<file path="config.mk">
export PLATFORM = sky130hd
export DESIGN_NAME = colorMapperTop
export DESIGN_NICKNAME = d
export VERILOG_FILES = /design/src/rtl/colorMapperPkg.sv /design/src/rtl/sceneHitIf.sv /design/src/rtl/apbSceneRegs.sv /design/src/rtl/livesTracker.sv /design/src/rtl/spriteHitStage.sv /design/src/rtl/layerPriorityStage.sv /design/src/rtl/paletteStage.sv /design/src/rtl/colorMapperTop.sv
export VERILOG_INCLUDE_DIRS = /design/src /design/src/rtl
export SDC_FILE = /design/constraint.sdc
export NUM_CORES = 1
export LEC_CHECK = 0
export BUFFER_PORTS_ARGS = -buffer_cell sky130_fd_sc_hd__buf_2
export CORE_ASPECT_RATIO = 0.8
export CORE_MARGIN = 2
export CORE_UTILIZATION = 42
export CTS_CLUSTER_DIAMETER = 80
export DETAILED_ROUTE_END_ITERATION = 12
export PLACE_DENSITY_LB_ADDON = 0.05
export SLEW_MARGIN = 20
export SYNTH_ARGS = -nofsm -noshare
export SYNTH_HDL_FRONTEND = slang
export SYNTH_SLANG_ARGS = --single-unit
</file>
<file path="constraint.sdc">
create_clock -name Clk -period 4.92 [get_ports Clk]
set_clock_uncertainty 0.2 [all_clocks]
set_input_delay 0.984 -clock Clk [delete_from_list [all_inputs] [get_ports Clk]]
set_output_delay 0.984 -clock Clk [all_outputs]
set_load 0.03 [all_outputs]
</file>
<file path="src/rtl/colorMapper_defines.svh">
// Color mapper constants for screen geometry, sprite placement and the APB register map
`ifndef COLOR_MAPPER_DEFINES_SVH
`define COLOR_MAPPER_DEFINES_SVH

// screen coordinates
`define COORD_WIDTH 10

// fixed pipe obstacle
`define PIPE_X 300
`define PIPE_Y 380
`define PIPE_W 50
`define PIPE_H 100

// heart icons, one row
`define HEART_Y    20
`define HEART_SIZE 50
`define HEART0_X   450
`define HEART1_X   500
`define HEART2_X   550

// collision point inside the ball
`define BALL_PROBE_OFFSET 30

// ball register reset values
`define BALL_X_RESET    100
`define BALL_Y_RESET    100
`define BALL_SIZE_RESET 32

// APB register map
`define REG_BALL_X    4'h0
`define REG_BALL_Y    4'h4
`define REG_BALL_SIZE 4'h8
`define REG_STATUS    4'hC

`define APB_ADDR_WIDTH 4
`define APB_DATA_WIDTH 32

`endif

</file>
<file path="src/rtl/colorMapperPkg.sv">
// Color mapper types, lives FSM states and the fixed color palette
`include "colorMapper_defines.svh"

package colorMapperPkg;

    typedef logic [`COORD_WIDTH-1:0] coord_t;
    typedef logic [2:0] paletteIdx_t;
    typedef logic [7:0] colorByte_t;

    // lives left, 0 to 3
    typedef logic [1:0] lives_t;

    // one bit per heart, bit 0 is the leftmost
    typedef logic [2:0] heartMask_t;

    typedef enum logic [2:0]
    {
        threeLives,
        hitFromThree,
        twoLives,
        hitFromTwo,
        oneLife,
        noLives
    } livesState_t;

    // --------------------------------------------------
    // palette, 24-bit RGB
    // --------------------------------------------------
    localparam paletteIdx_t PAL_BALL       = 3'd0;
    localparam paletteIdx_t PAL_PIPE       = 3'd2;
    localparam paletteIdx_t PAL_HEART      = 3'd3;
    localparam paletteIdx_t PAL_BACKGROUND = 3'd7;

    localparam logic [23:0] PALETTE [8] = '{
        24'h00FF44, 24'hFFDDEE, 24'hCC7711, 24'hDD00FF,
        24'h662255, 24'h662266, 24'h000000, 24'h0000FF
    };

endpackage

</file>
<file path="src/rtl/sceneHitIf.sv">
// Hit flags passed from the sprite hit stage to the layer priority stage
`timescale 1ns/1ps

interface sceneHitIf;
    import colorMapperPkg::*;

    logic       valid;
    // high when the pixel is blanked
    logic       blank;
    logic       ballHit;
    logic       pipeHit;
    heartMask_t heartHit;

    modport source
    (
        output valid, blank, ballHit, pipeHit, heartHit
    );

    modport sink
    (
        input valid, blank, ballHit, pipeHit, heartHit
    );

endinterface

</file>
<file path="src/rtl/apbSceneRegs.sv">
// APB slave for the ball position and size registers and the lives status
`timescale 1ns/1ps
`include "colorMapper_defines.svh"

module apbSceneRegs
(
    input  logic                       Clk,
    input  logic                       Reset,
    input  logic                       PSel,
    input  logic                       PEnable,
    input  logic                       PWrite,
    input  logic [`APB_ADDR_WIDTH-1:0] PAddr,
    input  logic [`APB_DATA_WIDTH-1:0] PWData,
    output logic [`APB_DATA_WIDTH-1:0] PRData,
    output logic                       PReady,
    output logic                       PSlvErr,
    input  colorMapperPkg::lives_t     livesLeft,
    output colorMapperPkg::coord_t     ballX,
    output colorMapperPkg::coord_t     ballY,
    output colorMapperPkg::coord_t     ballSize
);
    import colorMapperPkg::*;

    logic [`APB_DATA_WIDTH-1:0] readData;
    logic addrHit;
    logic accessErr;
    logic setupPhase;
    logic writeEn;

    // no wait states
    assign PReady = 1'b1;

    // --------------------------------------------------
    // address decode and read mux
    // --------------------------------------------------
    always_comb
    begin
        readData = '0;
        addrHit  = 1'b1;
        case (PAddr)
            `REG_BALL_X:    readData[`COORD_WIDTH-1:0] = ballX;
            `REG_BALL_Y:    readData[`COORD_WIDTH-1:0] = ballY;
            `REG_BALL_SIZE: readData[`COORD_WIDTH-1:0] = ballSize;
            `REG_STATUS:    readData[$bits(lives_t)-1:0] = livesLeft;
            default:        addrHit = 1'b0;
        endcase
    end

    // status is read only
    assign accessErr  = ~addrHit | (PWrite & (PAddr == `REG_STATUS));
    assign setupPhase = PSel & ~PEnable;
    assign writeEn    = PSel & PEnable & PWrite & ~accessErr;

    // read data and error prepared during setup, valid in access phase
    always_ff @(posedge Clk or posedge Reset)
    begin
        if (Reset)
        begin
            PRData  <= '0;
            PSlvErr <= 1'b0;
        end
        else
        begin
            PSlvErr <= setupPhase & accessErr;
            if (setupPhase & ~PWrite)
                PRData <= readData;
        end
    end

    // --------------------------------------------------
    // ball registers
    // --------------------------------------------------
    always_ff @(posedge Clk or posedge Reset)
    begin
        if (Reset)
        begin
            ballX    <= coord_t'(`BALL_X_RESET);
            ballY    <= coord_t'(`BALL_Y_RESET);
            ballSize <= coord_t'(`BALL_SIZE_RESET);
        end
        else if (writeEn)
        begin
            if (PAddr == `REG_BALL_X)
                ballX <= PWData[`COORD_WIDTH-1:0];
            if (PAddr == `REG_BALL_Y)
                ballY <= PWData[`COORD_WIDTH-1:0];
            if (PAddr == `REG_BALL_SIZE)
                ballSize <= PWData[`COORD_WIDTH-1:0];
        end
    end

endmodule

</file>
<file path="src/rtl/livesTracker.sv">
// Lives FSM, takes a life each time the ball probe enters the pipe
`timescale 1ns/1ps
`include "colorMapper_defines.svh"

module livesTracker
(
    input  logic                       Clk,
    input  logic                       Reset,
    input  colorMapperPkg::coord_t     ballX,
    input  colorMapperPkg::coord_t     ballY,
    output colorMapperPkg::lives_t     livesLeft,
    output colorMapperPkg::heartMask_t heartsIntact
);
    import colorMapperPkg::*;

    livesState_t state;
    livesState_t nextState;
    // one extra bit so the offset cannot wrap
    logic [`COORD_WIDTH:0] probeX;
    logic [`COORD_WIDTH:0] probeY;
    logic collision;
    logic pastPipe;

    assign probeX = {1'b0, ballX} + (`COORD_WIDTH+1)'(`BALL_PROBE_OFFSET);
    assign probeY = {1'b0, ballY} + (`COORD_WIDTH+1)'(`BALL_PROBE_OFFSET);

    // probe strictly inside the pipe
    assign collision = (probeX > `PIPE_X) && (probeX < `PIPE_X + `PIPE_W) &&
                       (probeY > `PIPE_Y) && (probeY < `PIPE_Y + `PIPE_H);
    assign pastPipe  = ballX > `PIPE_X + `PIPE_W;

    always_ff @(posedge Clk or posedge Reset)
    begin
        if (Reset)
            state <= threeLives;
        else
            state <= nextState;
    end

    // hit states wait for the ball to clear the pipe before re-arming
    always_comb
    begin
        nextState = state;
        case (state)
            threeLives:   if (collision) nextState = hitFromThree;
            hitFromThree: if (pastPipe)  nextState = twoLives;
            twoLives:     if (collision) nextState = hitFromTwo;
            hitFromTwo:   if (pastPipe)  nextState = oneLife;
            oneLife:      if (collision) nextState = noLives;
            noLives:      nextState = noLives;
            default:      nextState = threeLives;
        endcase
    end

    // hearts go left to right
    always_comb
    begin
        case (state)
            threeLives:
            begin
                livesLeft    = 2'd3;
                heartsIntact = 3'b111;
            end
            hitFromThree, twoLives:
            begin
                livesLeft    = 2'd2;
                heartsIntact = 3'b110;
            end
            hitFromTwo, oneLife:
            begin
                livesLeft    = 2'd1;
                heartsIntact = 3'b100;
            end
            default:
            begin
                livesLeft    = 2'd0;
                heartsIntact = 3'b000;
            end
        endcase
    end

endmodule

</file>
<file path="src/rtl/spriteHitStage.sv">
// Pipeline stage 1, registers which sprites cover the current pixel
`timescale 1ns/1ps
`include "colorMapper_defines.svh"

module spriteHitStage
(
    input  logic                       Clk,
    input  logic                       Reset,
    input  colorMapperPkg::coord_t     DrawX,
    input  colorMapperPkg::coord_t     DrawY,
    input  logic                       Blank,
    input  logic                       PixelValid,
    input  colorMapperPkg::coord_t     ballX,
    input  colorMapperPkg::coord_t     ballY,
    input  colorMapperPkg::coord_t     ballSize,
    input  colorMapperPkg::heartMask_t heartsIntact,
    sceneHitIf.source                  hitOut
);
    import colorMapperPkg::*;

    localparam coord_t HEART_LEFT [3] = '{
        coord_t'(`HEART0_X), coord_t'(`HEART1_X), coord_t'(`HEART2_X)
    };

    logic       ballHitD;
    logic       pipeHitD;
    heartMask_t heartHitD;

    // half-open test, left/top inclusive
    function automatic logic inRect(coord_t px, coord_t py, coord_t left, coord_t top,
                                    coord_t w, coord_t h);
        logic [`COORD_WIDTH:0] right;
        logic [`COORD_WIDTH:0] bottom;
        right  = {1'b0, left} + {1'b0, w};
        bottom = {1'b0, top} + {1'b0, h};
        return (px >= left) && ({1'b0, px} < right) &&
               (py >= top) && ({1'b0, py} < bottom);
    endfunction

    always_comb
    begin
        ballHitD = inRect(DrawX, DrawY, ballX, ballY, ballSize, ballSize);
        pipeHitD = inRect(DrawX, DrawY, coord_t'(`PIPE_X), coord_t'(`PIPE_Y),
                          coord_t'(`PIPE_W), coord_t'(`PIPE_H));
        // lost hearts are not drawn
        for (int i = 0; i < $bits(heartMask_t); i++)
            heartHitD[i] = heartsIntact[i] &
                           inRect(DrawX, DrawY, HEART_LEFT[i], coord_t'(`HEART_Y),
                                  coord_t'(`HEART_SIZE), coord_t'(`HEART_SIZE));
    end

    always_ff @(posedge Clk or posedge Reset)
    begin
        if (Reset)
            hitOut.valid <= 1'b0;
        else
            hitOut.valid <= PixelValid;
    end

    // Blank is active low at the input, flipped here
    always_ff @(posedge Clk)
    begin
        if (PixelValid)
        begin
            hitOut.blank    <= ~Blank;
            hitOut.ballHit  <= ballHitD;
            hitOut.pipeHit  <= pipeHitD;
            hitOut.heartHit <= heartHitD;
        end
    end

endmodule

</file>
<file path="src/rtl/layerPriorityStage.sv">
// Pipeline stage 2, picks the winning layer as a palette index
`timescale 1ns/1ps

module layerPriorityStage
(
    input  logic                        Clk,
    input  logic                        Reset,
    sceneHitIf.sink                     hitIn,
    output logic                        idxValid,
    output logic                        idxBlank,
    output colorMapperPkg::paletteIdx_t colorIdx
);
    import colorMapperPkg::*;

    paletteIdx_t winner;

    // ball over pipe over hearts over background
    always_comb
    begin
        if (hitIn.ballHit)
            winner = PAL_BALL;
        else if (hitIn.pipeHit)
            winner = PAL_PIPE;
        else if (|hitIn.heartHit)
            winner = PAL_HEART;
        else
            winner = PAL_BACKGROUND;
    end

    always_ff @(posedge Clk or posedge Reset)
    begin
        if (Reset)
            idxValid <= 1'b0;
        else
            idxValid <= hitIn.valid;
    end

    always_ff @(posedge Clk)
    begin
        if (hitIn.valid)
        begin
            idxBlank <= hitIn.blank;
            colorIdx <= winner;
        end
    end

endmodule

</file>
<file path="src/rtl/paletteStage.sv">
// Pipeline stage 3, looks up the palette and drives RGB with blanking
`timescale 1ns/1ps

module paletteStage
(
    input  logic                        Clk,
    input  logic                        Reset,
    input  logic                        idxValid,
    input  logic                        idxBlank,
    input  colorMapperPkg::paletteIdx_t colorIdx,
    output colorMapperPkg::colorByte_t  Red,
    output colorMapperPkg::colorByte_t  Green,
    output colorMapperPkg::colorByte_t  Blue,
    output logic                        RgbValid
);
    import colorMapperPkg::*;

    logic [23:0] rgb;

    // black while blanked
    assign rgb = idxBlank ? 24'h000000 : PALETTE[colorIdx];

    always_ff @(posedge Clk or posedge Reset)
    begin
        if (Reset)
        begin
            RgbValid <= 1'b0;
            Red      <= '0;
            Green    <= '0;
            Blue     <= '0;
        end
        else
        begin
            RgbValid <= idxValid;
            // hold last color between valid pixels
            if (idxValid)
            begin
                Red   <= rgb[23:16];
                Green <= rgb[15:8];
                Blue  <= rgb[7:0];
            end
        end
    end

endmodule

</file>
<file path="src/rtl/colorMapperTop.sv">
// Color mapper top, APB registers, lives FSM and the three-stage pixel pipeline
`timescale 1ns/1ps
`include "colorMapper_defines.svh"

module colorMapperTop
(
    input  logic                       Clk,
    input  logic                       Reset,
    // APB slave
    input  logic                       PSel,
    input  logic                       PEnable,
    input  logic                       PWrite,
    input  logic [`APB_ADDR_WIDTH-1:0] PAddr,
    input  logic [`APB_DATA_WIDTH-1:0] PWData,
    output logic [`APB_DATA_WIDTH-1:0] PRData,
    output logic                       PReady,
    output logic                       PSlvErr,
    // pixel stream
    input  colorMapperPkg::coord_t     DrawX,
    input  colorMapperPkg::coord_t     DrawY,
    input  logic                       Blank,
    input  logic                       PixelValid,
    output colorMapperPkg::colorByte_t Red,
    output colorMapperPkg::colorByte_t Green,
    output colorMapperPkg::colorByte_t Blue,
    output logic                       RgbValid
);
    import colorMapperPkg::*;

    coord_t      ballX;
    coord_t      ballY;
    coord_t      ballSize;
    lives_t      livesLeft;
    heartMask_t  heartsIntact;
    logic        idxValid;
    logic        idxBlank;
    paletteIdx_t colorIdx;

    sceneHitIf hitBus ();

    // --------------------------------------------------
    // control side
    // --------------------------------------------------
    apbSceneRegs regs
    (
        .Clk       (Clk),
        .Reset     (Reset),
        .PSel      (PSel),
        .PEnable   (PEnable),
        .PWrite    (PWrite),
        .PAddr     (PAddr),
        .PWData    (PWData),
        .PRData    (PRData),
        .PReady    (PReady),
        .PSlvErr   (PSlvErr),
        .livesLeft (livesLeft),
        .ballX     (ballX),
        .ballY     (ballY),
        .ballSize  (ballSize)
    );

    livesTracker lives
    (
        .Clk          (Clk),
        .Reset        (Reset),
        .ballX        (ballX),
        .ballY        (ballY),
        .livesLeft    (livesLeft),
        .heartsIntact (heartsIntact)
    );

    // --------------------------------------------------
    // pixel pipeline, 3 cycles
    // --------------------------------------------------
    spriteHitStage hitStage
    (
        .Clk          (Clk),
        .Reset        (Reset),
        .DrawX        (DrawX),
        .DrawY        (DrawY),
        .Blank        (Blank),
        .PixelValid   (PixelValid),
        .ballX        (ballX),
        .ballY        (ballY),
        .ballSize     (ballSize),
        .heartsIntact (heartsIntact),
        .hitOut       (hitBus.source)
    );

    layerPriorityStage priorityStage
    (
        .Clk      (Clk),
        .Reset    (Reset),
        .hitIn    (hitBus.sink),
        .idxValid (idxValid),
        .idxBlank (idxBlank),
        .colorIdx (colorIdx)
    );

    paletteStage palStage
    (
        .Clk      (Clk),
        .Reset    (Reset),
        .idxValid (idxValid),
        .idxBlank (idxBlank),
        .colorIdx (colorIdx),
        .Red      (Red),
        .Green    (Green),
        .Blue     (Blue),
        .RgbValid (RgbValid)
    );

endmodule

</file>
==> impl_results.md, run 1 <==
* Yosys top cell area share at 23.5%
* Cell area after technology mapping at 5430 um^2
* Most area-consuming cells after synthesis: dfrtp_1, ha_1, edfxtp_1
* Worst slack at placement at 1010 ps
* Multi-input logic area at 3260 um^2
* Global-route wire length before repair at 23.0 mm
* CP delay by family, top: compound AO/OA/AOI/OAI gates
* Crit path time final at 4010 ps
* Cells along the critical path: ha_1, fa_1, a21oi_1, o21ai_0, or4_1, a31oi_1, xor2_1, ha_1, a21o_1, a21oi_1, o21ai_0, o211a_1, nor4b_1
* Crit path largest cell delay at 470 ps
* Row count at 37
* Startpoint Class: register
* Die Y at 106 um
* Register area at 1760 um^2
* Layout fillers at 1,223
* Via count at 4,459
* Worst skew pair latency at 340 ps
* Antenna Violating Nets Remaining at 0
* P per Cell Area at 361 nW/um^2
* Commonest cells post-synth: ha_1, dfrtp_1, o21ai_0
* Antenna violations before repair at 0
* Crit. End Element: register
* Max-slew headroom at 41.1%
* Per-cell routed wire length at 17.4 um
* Drt total wl at 14.2 mm
* Most frequent cell after synthesis: ha_1
* Layout cells sized above 1 at 20.9%
* Root buf cell: clkbuf_16
* Slowest cell on crit path: dfrtp_1
* GRT Residual Overflow at 0
* Post-cts repair resize count at 0
* Horiz. Die Dim at 131 um
* Post-route DRC at 0
* Dominant synthesized flop cell: dfrtp_1
* Area leader, netlist: dfrtp_1
* Sequential share of the synthesized area at 32.4%
* CTS tree: yes
* Vias in the first global route at 4,274
* Crit Path Class: reg2reg
* Clk sinks at 68
* Largest net degree at the start of global routing at 59
* Worst Hold Class: reg2reg
* Buffers & Inverters on Critical Path at 0
* Placed inst area at 5780 um^2
* RSZ-0062 raised after global routing: no
* Critical Path Fanout Max at 6
* MaxCap Viol Count at 0
* Average size of a mapped cell at 9.45 um^2
* Status: completed
* Number of synthesized flops with an enable pin at 10
* Post-Syn Instances at 575
* Slew @ Worst Pin at 881 ps
* CTS clk-pin slew, worst paths at 60 ps
* Finished Cell Area at 6090 um^2
* CP Data Required Time at 4820 ps
* Vias per cell at 5.50
* Synthesized flop and latch total at 68
* Area Overhead vs Synth at 12.1%
* Initial DRT Pass Iterations at 4
* Final worst-path cycle share at 81.4%
* Post-CTS Setup Inserts at 0
* CTS Buffer Depth at 2
* Setup Total Neg Slack at 0 ps
* CP arrival at 3900 ps
* Gr usage total at 21.3%
* Fmax at 250 MHz
* Crit. Startpoint: regs.ballX[0]$_DFFE_PP0P_
* YS warnings at 0
* Final net count at 761
* Hold path start: hitStage.hitOut.blank$_DFFE_PP_
* Leak at 0.00289 uW
* Slew Viols, Final at 0
* H-tree Lvls at 3
* Cts hold-fix bufs at 0
* Final Hold Fails at 0
* VDD IR-drop max at 0.187 mV
* Core area at 12,700 um^2
* DP HPWL at 11.1 mm
* CTS buffer count at 9
* Critical R2R Launch: regs.ballX[0]$_DFFE_PP0P_
* # diodes at 0
* Post-synth ARST share at 85.3%
* Cell variety after synth at 62
* DR iter-0 viols at 293
* Starting density of the core at 42.7%
* Final WS setup at 915 ps
* GPL Wtd Cong at 0.869
* Die area at 13,900 um^2
* Final setup fails at 0
* Top Ports at 122
* PortBufs at 76
## layout by cell type (no fill, tap or decap), types with 4 or more instances in the layout
cell type,synthesis,routed
buf_2,1,76
or3_1,6,6
clkbuf_16,0,9
nand3_1,9,9
xor2_1,10,10
edfxtp_1,10,10
nor4_1,8,8
or4_1,5,5
xnor2_1,7,7
o21ai_0,42,42
o22ai_1,5,5
inv_1,41,40
ha_1,65,65
dfrtp_1,51,51
nor2b_1,4,4
mux2_2,25,25
dfstp_2,7,7
o2111ai_1,4,4
nand3b_1,4,4
conb_1,2,23
a22o_1,10,10
a21o_1,7,7
nor2_1,21,21
nand2b_1,12,12
o211ai_1,10,10
a21oi_1,29,29
o21a_1,5,5
nand2_1,36,36
a211oi_1,6,6
a2111oi_0,4,4
mux2i_1,10,10
nor3_1,15,15
## power breakdown
part	switching [uW]	internal, uW	leakage [uW]
Sequential	118	639	0.000833
Clock	246	407	0.000142
Combinational	454	332	0.00191
Total	818	1380	0.00289
## per-stage QoR
step | hold WS [ps] | util [%] | power [uW] | std cells
2_1_floorplan | 152 | - | 1350 | 596
3_3_place_gp | 220 | 45.4 | 1530 | 795
3_5_place_dp | 216 | 45.4 | 1550 | 795
4_1_cts | 249 | 47.8 | 2210 | 811
5_1_grt | 258 | 47.8 | 2360 | 811
6_report | 241 | 47.8 | 2200 | 811
## path summary, 6_finish.rpt
path                       cells past startpoint                                 to  slack (ps)
min                                            0   priorityStage.idxBlank$_DFFE_PP_         240
max in group asynchronous                      3       regs.ballSize[0]$_DFFE_PP0P_        3400
min reg2reg                                    0   priorityStage.idxBlank$_DFFE_PP_         240
min in group asynchronous                      3      palStage.Green[6]$_DFFE_PP0P_         660
max                                           13  hitStage.hitOut.ballHit$_DFFE_PP_         910
max reg2reg                                   13  hitStage.hitOut.ballHit$_DFFE_PP_         910
## cells by family after synthesis
family	count (synthesis)	share of synthesized area, %
DFF	68	32.4
xor gates and xnor gates	17	2.74
adders and majority gates	67	15.7
buffers and inverters	95	9.10
and+or+nand+nor	139	13.6
other	2	0.138
AOI/OAI and AO/OA	150	18.4
muxes	37	7.92
## final cells by class
cell class              count  area share (%)
clock buffers              11            3.99
clock inverters             5           0.987
inverters                  41            2.53
multi-input cells         433            53.5
flip-flops and latches     68            28.9
well taps                 175            3.60
repair buffers             78            6.50
## routing by layer
layer	global-route usage (%)	routed length, um
met4	6.06	296
met3	4.86	762
met2	34.1	6410
met5	0	0
met1	28.8	6680
## sequential cells by signal, summed over array words and instances (netlist names)
name	count
palStage.Red	4
hitStage.hitOut.heartHit	3
regs.ballY	10
regs.PSlvErr	1
palStage.Blue	4
palStage.Green	3
palStage.RgbValid	1
hitStage.hitOut.pipeHit	1
regs.PRData	10
priorityStage.idxValid	1
regs.ballSize	10
priorityStage.idxBlank	1
hitStage.hitOut.blank	1
lives.state	3
hitStage.hitOut.ballHit	1
regs.ballX	10
hitStage.hitOut.valid	1
priorityStage.colorIdx	3
(Power assumes the default switching activity.)
==> run 2, diff against run 1 <==
Clock period 4.92 ns to 3.9 ns, I/O delays scaled along.
==> run 2 against run 1 <==
Clock power rose by 25%; register-to-register slack got worse by 770 ps; power rose by 28%; core utilization rose by 1.0 points; die area did not move.
==> impl_results.md, run 2 (synthesized netlist as in run 1, its figures left out) <==
* Initial DRT Pass Iterations at 4
* CP delay by family, top: compound AO/OA/AOI/OAI gates
* Crit path time final at 3760 ps
* Antenna Violating Nets Remaining at 0
* Worst skew pair latency at 330 ps
* R2r endpoint: hitStage.hitOut.ballHit$_DFFE_PP_
* Hold Path End: priorityStage.idxBlank$_DFFE_PP_
* Horiz. Die Dim at 131 um
* R2R cell count at 13
* Die Y at 106 um
* Setup Total Neg Slack at 0 ps
* Startpoint Class: register
* Post-CTS Setup Inserts at 0
* Slowest cell on crit path: or4_1
* PortBufs at 76
* Layout cells sized above 1 at 23.1%
* DP HPWL at 11.7 mm
* Leak at 0.00298 uW
* Area Overhead vs Synth at 14.4%
* Via count at 4,400
* Antenna violations before repair at 0
* Max-slew headroom at 31.8%
* Vias in the first global route at 4,295
* GPL Wtd Cong at 0.859
* P per Cell Area at 452 nW/um^2
* Critical Path Fanout Max at 2
* CTS buffer count at 9
* Drt total wl at 14.5 mm
* Layout fillers at 1,199
* Final hold slack at 226 ps
* Flop-to-flop setup slack at 140 ps
* Final setup fails at 0
* Final net count at 775
* Root buf cell: clkbuf_16
* Crit Path Class: reg2reg
* Final worst-path cycle share at 96.4%
* Gr usage total at 21.6%
* Die area at 13,900 um^2
* Crit path largest cell delay at 420 ps
* Critical R2R Launch: regs.ballX[0]$_DFFE_PP0P_
* DR iter-0 viols at 240
* Core area at 12,700 um^2
* Vias per cell at 5.33
* Hold Crit Depth at 0
* Placed inst area at 5890 um^2
* Slew Viols, Final at 0
* CTS clk-pin slew, worst paths at 60 ps
* Slew @ Worst Pin at 997 ps
* Worst Hold Class: reg2reg
* CP arrival at 3700 ps
* Crit. End Element: register
* VDD IR-drop max at 0.221 mV
* GRT Residual Overflow at 0
* CTS Buffer Depth at 2
* Layout Utilization at 48.8%
* # diodes at 0
* Final WS setup at 141 ps
* Buffers & Inverters on Critical Path at 0
* Starting density of the core at 42.7%
* Worst slack at placement at -26.9 ps
* Final Hold Fails at 0
* Fmax at 266 MHz
* CP Data Required Time at 3850 ps
* Hold path start: hitStage.hitOut.blank$_DFFE_PP_
* Row count at 37
* Per-cell routed wire length at 17.5 um
* Commonest non-fill, non-tap cell in the layout: buf_2
* CTS tree: yes
* Finished Cell Area at 6210 um^2
* Status: completed
* Post-route DRC at 0
* MaxCap Viol Count at 0
* Top Ports at 122
* Clk sinks at 68
* Largest net degree at the start of global routing at 51
* Global-route wire length before repair at 23.2 mm
* Cells along the critical path: ha_1, fa_1, a21oi_1, o21ai_0, or4_1, a31oi_1, xor2_1, ha_1, a21o_1, a21oi_1, o21ai_0, o211a_1, nor4b_4
* Most frequent cells in the layout: buf_2, ha_1, dfrtp_1
* H-tree Lvls at 3
==> run 2: how the worst max path moves through the flow <==
stage                                             from                                 to  slack, ps  cells past startpoint
final                        regs.ballX[0]$_DFFE_PP0P_  hitStage.hitOut.ballHit$_DFFE_PP_        140                     13
after global routing      regs.ballSize[0]$_DFFE_PP0P_  hitStage.hitOut.ballHit$_DFFE_PP_        -20                     17
after global placement       regs.ballX[0]$_DFFE_PP0P_  hitStage.hitOut.ballHit$_DFFE_PP_        100                     13
after detailed placement     regs.ballX[0]$_DFFE_PP0P_  hitStage.hitOut.ballHit$_DFFE_PP_        -30                     13
after floorplan              regs.ballX[0]$_DFFE_PP0P_  hitStage.hitOut.ballHit$_DFFE_PP_        480                     13
after CTS                    regs.ballX[0]$_DFFE_PP0P_  hitStage.hitOut.ballHit$_DFFE_PP_        120                     13
==> run 2: routing by layer <==
metal  wire [um]  up-vias  GRT usage [%]  share of wire [%]
met5           0        -              0                  0
met4          81        0           4.43               0.56
met3         467        5           3.51                3.2
met2        6830       76           35.9                 47
met1        7100     2107           30.0                 49
li1            -     2212              -                  -
==> run 2: area by class of cell <==
type | count | area [um^2] | area share, %
clock inverters | 6 | 62.6 | 1.01
multi-input cells | 433 | 3280 | 52.7
repair buffers | 92 | 500 | 8.05
inverters | 41 | 155 | 2.50
flip-flops and latches | 68 | 1760 | 28.3
clock buffers | 10 | 239 | 3.85
well taps | 175 | 219 | 3.52
==> run 2: per-stage QoR <==
step                      total power (uW)  cells
after floorplan                       1700    596
after global placement                1960    809
after detailed placement              1990    809
after CTS                             2830    825
after global routing                  3000    825
final                                 2810    825
==> run 2: what timing repair did <==
item                                    in CTS  in global routing
hold endpoints to repair                     0                  0
hold buffers                                 0                  0
endpoints found under the setup margin       1                  1
gates resized for setup                      1                  2
pin swaps                                    0                  1
==> run 2: where the power goes <==
part           switching [uW]  internal [uW]
sequential                117            807
clock                     303            512
combinational             619            450
